### src/logic/core_defs.svh
/* core parameters for the ALU pipeline
   widths, register count and instruction field encodings */
`ifndef CORE_DEFS_SVH
`define CORE_DEFS_SVH

`define XLEN        32
`define REG_COUNT   32
`define REG_ADDR_W  5

// major opcodes handled by the core
`define OPC_REG     7'b0110011
`define OPC_IMM     7'b0010011

// funct3 codes for the supported ALU ops
`define F3_ADD      3'b000
`define F3_SLL      3'b001
`define F3_SLT      3'b010
`define F3_XOR      3'b100
`define F3_SRL      3'b101
`define F3_OR       3'b110
`define F3_AND      3'b111

// funct7 patterns where bit 5 selects SUB
`define F7_BASE     7'b0000000
`define F7_ALT      7'b0100000

`endif

### src/logic/isaPkg.sv
/* instruction set types
   instruction word views and ALU operation codes */
`default_nettype none
`include "core_defs.svh"

package isaPkg;

	// register-register format
	typedef struct packed {
		logic [6:0] funct7;
		logic [`REG_ADDR_W-1:0] rs2;
		logic [`REG_ADDR_W-1:0] rs1;
		logic [2:0] funct3;
		logic [`REG_ADDR_W-1:0] rd;
		logic [6:0] opcode;
	} rType;

	// register-immediate format
	typedef struct packed {
		logic [11:0] imm12;
		logic [`REG_ADDR_W-1:0] rs1;
		logic [2:0] funct3;
		logic [`REG_ADDR_W-1:0] rd;
		logic [6:0] opcode;
	} iType;

	// same 32 bits read as either format
	typedef union packed {
		rType rView;
		iType iView;
	} instrWord;

	// operations the ALU knows
	typedef enum logic [3:0] {
		ADD,
		SUB,
		AND,
		OR,
		XOR,
		SLT,
		SLL,
		SRL
	} aluOp;

endpackage : isaPkg

`default_nettype wire

### src/logic/stagePkg.sv
/* pipeline stage bundles
   contents of each stage register and of the retire port */
`default_nettype none
`include "core_defs.svh"

package stagePkg;

	// fetched word waiting for decode
	typedef struct packed {
		isaPkg::instrWord instr;
		logic valid;
	} decodeBundle;

	// decoded instruction with its operands
	typedef struct packed {
		logic valid;
		logic regWrite;
		// second operand comes from imm
		logic useImm;
		isaPkg::aluOp op;
		logic [`REG_ADDR_W-1:0] rs1;
		logic [`REG_ADDR_W-1:0] rs2;
		logic [`REG_ADDR_W-1:0] rd;
		// values read in decode that forwarding may replace
		logic [`XLEN-1:0] rs1Val;
		logic [`XLEN-1:0] rs2Val;
		// sign-extended immediate
		logic [`XLEN-1:0] imm;
	} execBundle;

	// computed result heading for writeback
	typedef struct packed {
		logic valid;
		logic regWrite;
		logic [`REG_ADDR_W-1:0] rd;
		logic [`XLEN-1:0] value;
	} resultBundle;

endpackage : stagePkg

`default_nettype wire

### src/logic/instrDecoder.sv
/* instruction decoder
   builds the execute bundle from a fetched word and register reads */
`default_nettype none
`include "core_defs.svh"

module instrDecoder (
	input stagePkg::decodeBundle fetched,
	input logic [`XLEN-1:0] rs1Val,
	input logic [`XLEN-1:0] rs2Val,
	output stagePkg::execBundle decoded
);

	isaPkg::instrWord word;
	isaPkg::aluOp op;
	logic isReg;
	logic isImm;
	logic isShift;
	logic f7Base;
	logic f7Alt;
	logic f3Valid;
	logic regOk;
	logic immOk;
	logic known;

	assign word = fetched.instr;
	assign isReg = (word.rView.opcode == `OPC_REG);
	assign isImm = (word.iView.opcode == `OPC_IMM);
	assign isShift = (word.rView.funct3 == `F3_SLL) || (word.rView.funct3 == `F3_SRL);
	assign f7Base = (word.rView.funct7 == `F7_BASE);
	assign f7Alt = (word.rView.funct7 == `F7_ALT);

	// funct3 picks the op for both formats
	always_comb begin
		f3Valid = 1'b1;
		case (word.rView.funct3)
			// SUB only exists in R-type
			`F3_ADD: op = (isReg && f7Alt) ? isaPkg::SUB : isaPkg::ADD;
			`F3_SLL: op = isaPkg::SLL;
			`F3_SLT: op = isaPkg::SLT;
			`F3_XOR: op = isaPkg::XOR;
			`F3_SRL: op = isaPkg::SRL;
			`F3_OR:  op = isaPkg::OR;
			`F3_AND: op = isaPkg::AND;
			default: begin
				// SLTU and SLTIU are not supported
				op = isaPkg::ADD;
				f3Valid = 1'b0;
			end
		endcase
	end

	// R-type needs a clean funct7 unless it is SUB
	assign regOk = isReg && (f7Base || (f7Alt && word.rView.funct3 == `F3_ADD));
	// shift immediates need a clean upper field so SRAI is rejected
	assign immOk = isImm && (!isShift || word.iView.imm12[11:5] == `F7_BASE);
	assign known = f3Valid && (regOk || immOk);

	always_comb begin
		// unknown encodings become bubbles
		decoded.valid = fetched.valid && known;
		decoded.regWrite = fetched.valid && known;
		decoded.useImm = isImm;
		decoded.op = op;
		decoded.rs1 = word.rView.rs1;
		decoded.rs2 = word.rView.rs2;
		decoded.rd = word.rView.rd;
		decoded.rs1Val = rs1Val;
		decoded.rs2Val = rs2Val;
		decoded.imm = {{(`XLEN-12){word.iView.imm12[11]}}, word.iView.imm12};
	end

endmodule : instrDecoder

`default_nettype wire

### config.mk
export PLATFORM = sky130hd
export DESIGN_NAME = instrDecoder
export DESIGN_NICKNAME = d
export VERILOG_FILES = /design/src/logic/isaPkg.sv /design/src/logic/stagePkg.sv /design/src/logic/instrDecoder.sv
export VERILOG_INCLUDE_DIRS = /design/src /design/src/logic
export SDC_FILE = /design/constraint.sdc
export NUM_CORES = 1
export LEC_CHECK = 0
export BUFFER_PORTS_ARGS = -buffer_cell sky130_fd_sc_hd__buf_2
export CAP_MARGIN = 10
export CELL_PAD_IN_SITES_DETAIL_PLACEMENT = 0
export CELL_PAD_IN_SITES_GLOBAL_PLACEMENT = 1
export CORE_ASPECT_RATIO = 1.1
export CORE_UTILIZATION = 12
export DETAILED_ROUTE_END_ITERATION = 12
export PLACE_DENSITY = 0.82
export SKIP_LAST_GASP = 1
export SLEW_MARGIN = 20
export SYNTH_ARGS = -nofsm -noshare
export SYNTH_HDL_FRONTEND = slang
export SYNTH_SLANG_ARGS = --single-unit
### constraint.sdc
create_clock -name vclk -period 0.9
set_input_delay 0.135 -clock vclk [all_inputs]
set_output_delay 0.135 -clock vclk [all_outputs]
set_load 0.02 [all_outputs]
After elaboration in Yosys (flattened, before gate mapping). Index checks and enable logic that the tools add are counted.

Input port bits: 97. Bits in registers: 0. Logic and storage cells: 26. Output and inout port bits: 118.

Equality and inequality tests: 9. Muxes and demuxes: 3. Reduce and logical (&&, ||, !) cells: 14.

Operators with widths (count): $pmux W3 S7 (1); $eq A7 B6 Y1 const B (2); $eq A3 B3 Y1 const B (4); $eq A7 B5 Y1 const B (1); $logic_not A7 Y1 (1); $reduce_or A7 Y1 (1); $logic_and A1 B1 Y1 (6); $logic_or A1 B1 Y1 (4); $eq A3 B1 Y1 const B (1); $eq A3 B2 Y1 const B (1); $logic_not A3 Y1 (1); $mux W1 (2); $logic_not A1 Y1 (1).

Depth between registers and ports, before layout.
Word-level depth: 8. Mapped depth: 4. Depth with buffers taken out: 3.

Least setup slack after synthesis. No wires, ideal clock.

Kind: in2out. Start point: input port fetched[4] (netlist name). End point: output port decoded[117] (netlist name). Cell stages on the path: 4. Buffers on the path: 1. Slack: -445 ps. Data arrival time: 1210 ps. Required time: 765 ps. Cells stage by stage: nor4b_1 nand3_1 a211oi_2 buf_4.

RTL lines: start: declaration (RTL line instrDecoder.sv:7) `input stagePkg::decodeBundle fetched,`; end: declaration (RTL line instrDecoder.sv:10) `output stagePkg::execBundle decoded`.

==> flow_summary.ini <==
[status]
status = finished with violations
violations = negative setup slack

[cells_and_area]
design.seq.count = 0
clock_buffers = 0
fin_area_sq_um = 788
multi_input_area_sq_um = 211
layout-drive-gt1-share = 0.857
nets = 183
n_antenna_cell = 0
regArea_sq_um = 0
nFillCells = 936
area_growth_pct = -21.5

[grt]
met1_usage = 0.0132
grt_pass1_vias = 475
antenna_found_initial = 0
grt_max_degree = 22
top_usage_layer = met2
globalRouteOverflowTotal = 0
grt_pass1_wl_um = 2210
grtUsageMet2 = 0.0658
grt_util_met3 = 0.0135
grt_util_all_layers = 0.0343

[power_and_ir_drop]
power.share.clock = 0
switching_power_mw = 0.211
swShare = 0.552
p_int_mw = 0.171
p_total_mw = 0.382
pwr-share-seq = 0
total_leakage_power_nw = 0.358
power_per_cell_area_nw_per_um2 = 485
power_frac_comb = 1.000
ir_drop_mv = 0.0769

[floorplanning]
core_area_sq_um = 8000
start_util = 0.126
fp.dieArea_sq_um = 8740
rows = 34
io_pins = 215
die_h_um = 98.0
die_w_um = 89.2

[sta]
drv_slew = 0
setup_ws_ns = -0.405
tns_ns = -1.37
hold_viol = 0
period_share = 1.45
rsz0062_at_grt = yes
setup_viol = 5
fin_crit_ns = 1.31
fmax_mhz = 766

[placement]
portBuffers = 51
place_ws_ns = -0.438
gp_congestion = 0.435
dpl_cell_area_sq_um = 651
dp_hpwl_um = 1590

[drt]
vias = 529
drc = 0
initialDrtViolationCount = 8
ant_nets = 0
wl_per_cell_um = 10.3
via_per_inst = 2.76
wl_um = 1980
firstDrtPassIters = 2

[critical_path]
critPathKind = input pin to output pin
path_buf_inv = 2
cp.arrival_ns = 1.17
cp_slowest_stage_delay_ns = 0.28
end_kind = output pin
path_cells = buf_8 -> nor4_4 -> o211ai_1 -> a211oi_4 -> buf_4
crit_fanout = 2
cp_top_family = compound AO/OA/AOI/OAI gates
critPathRequiredTime_ns = 0.76
cp_slowest_cell = nor4_4
startpoint_type = input pin

[logic_synthesis]
synthesis.nets = 232
yosysWarnings = 0
syn-instance-count = 135
synthDistinctLibCells = 19
netlist_area_sq_um = 1000
syn_avg_cell_area_sq_um = 7.44
ys_seq_area_frac = 0

[hold_path]
hold_path_class = input pin to output pin

[clock_tree]
cts_hold_buf = 0

[flow_run]
cap_violations = 0
cells in the final DEF, fill, tap and decap left out, drive strengths merged, types with 2 or more instances in the layout:
master,count
nor4b,2
nor2,3
o21ai,2
nor2b,2
buf,63
power by group through the flow:
stage / combinational, mW / clock (mW) / sequential [mW]
after floorplan: 0.782 / 0 / 0
after global placement: 0.323 / 0 / 0
after detailed placement: 0.327 / 0 / 0
after CTS: 0.377 / 0 / 0
after global routing: 0.406 / 0 / 0
final: 0.382 / 0 / 0
cells by family (layout without fill, tap and decap cells):
family | after synthesis | in the layout | share of synthesized area
compound gates | 6 | 6 | 0.0423
xor+xnor | 1 | 1 | 0.00872
buf+inv | 115 | 64 | 0.856
other cells | 1 | 1 | 0.00373
simple gates | 12 | 12 | 0.0897
repair_timing:
action                     CTS  global route
pin swaps                    7             2
setup endpoints to repair    6             6
setup buffers                2             1
gates resized for setup     30             5
layout make-up:
class / count / share of cell area
inverters: 1 / 0.00476
multi-input cells: 20 / 0.268
well taps: 108 / 0.171
repair buffers: 63 / 0.556
stage by stage:
step                hold WS, ns    util  std cells
floorplan                 0.383       -        135
global placement          0.270  0.0814        190
finish                    0.270  0.0986        192
global route              0.270  0.0986        192
detailed placement        0.270  0.0814        190
CTS                       0.270  0.0967        192
cells in the mapped netlist, drive strengths merged:
library cell	count	area [sq um]
nand2	1	3.75
a211oi	1	12.5
a21o	1	7.51
o21ai	2	10.0
nand4	1	6.26
xnor2	1	8.76
conb	1	3.75
a21oi	1	5.00
nor4	1	21.3
buf	114	856
nor2b	2	12.5
or2	1	6.26
nor4b	2	23.8
nor2	3	11.3
nand3	1	5.00
inv	1	3.75
o211ai	1	7.51
metal layers:
layer | share of wire | wire length (um)
met5 | 0 | 0
met4 | 0.14 | 274
met3 | 0.17 | 335
met2 | 0.46 | 908
met1 | 0.23 | 459
worst paths after layout:
path                   startpoint  slack, ns           end  cells past startpoint
worst max-delay path  fetched[27]      -0.41  decoded[116]                      5
worst min-delay path    rs2Val[5]       0.27   decoded[37]                      0
(Power assumes the default switching activity.)
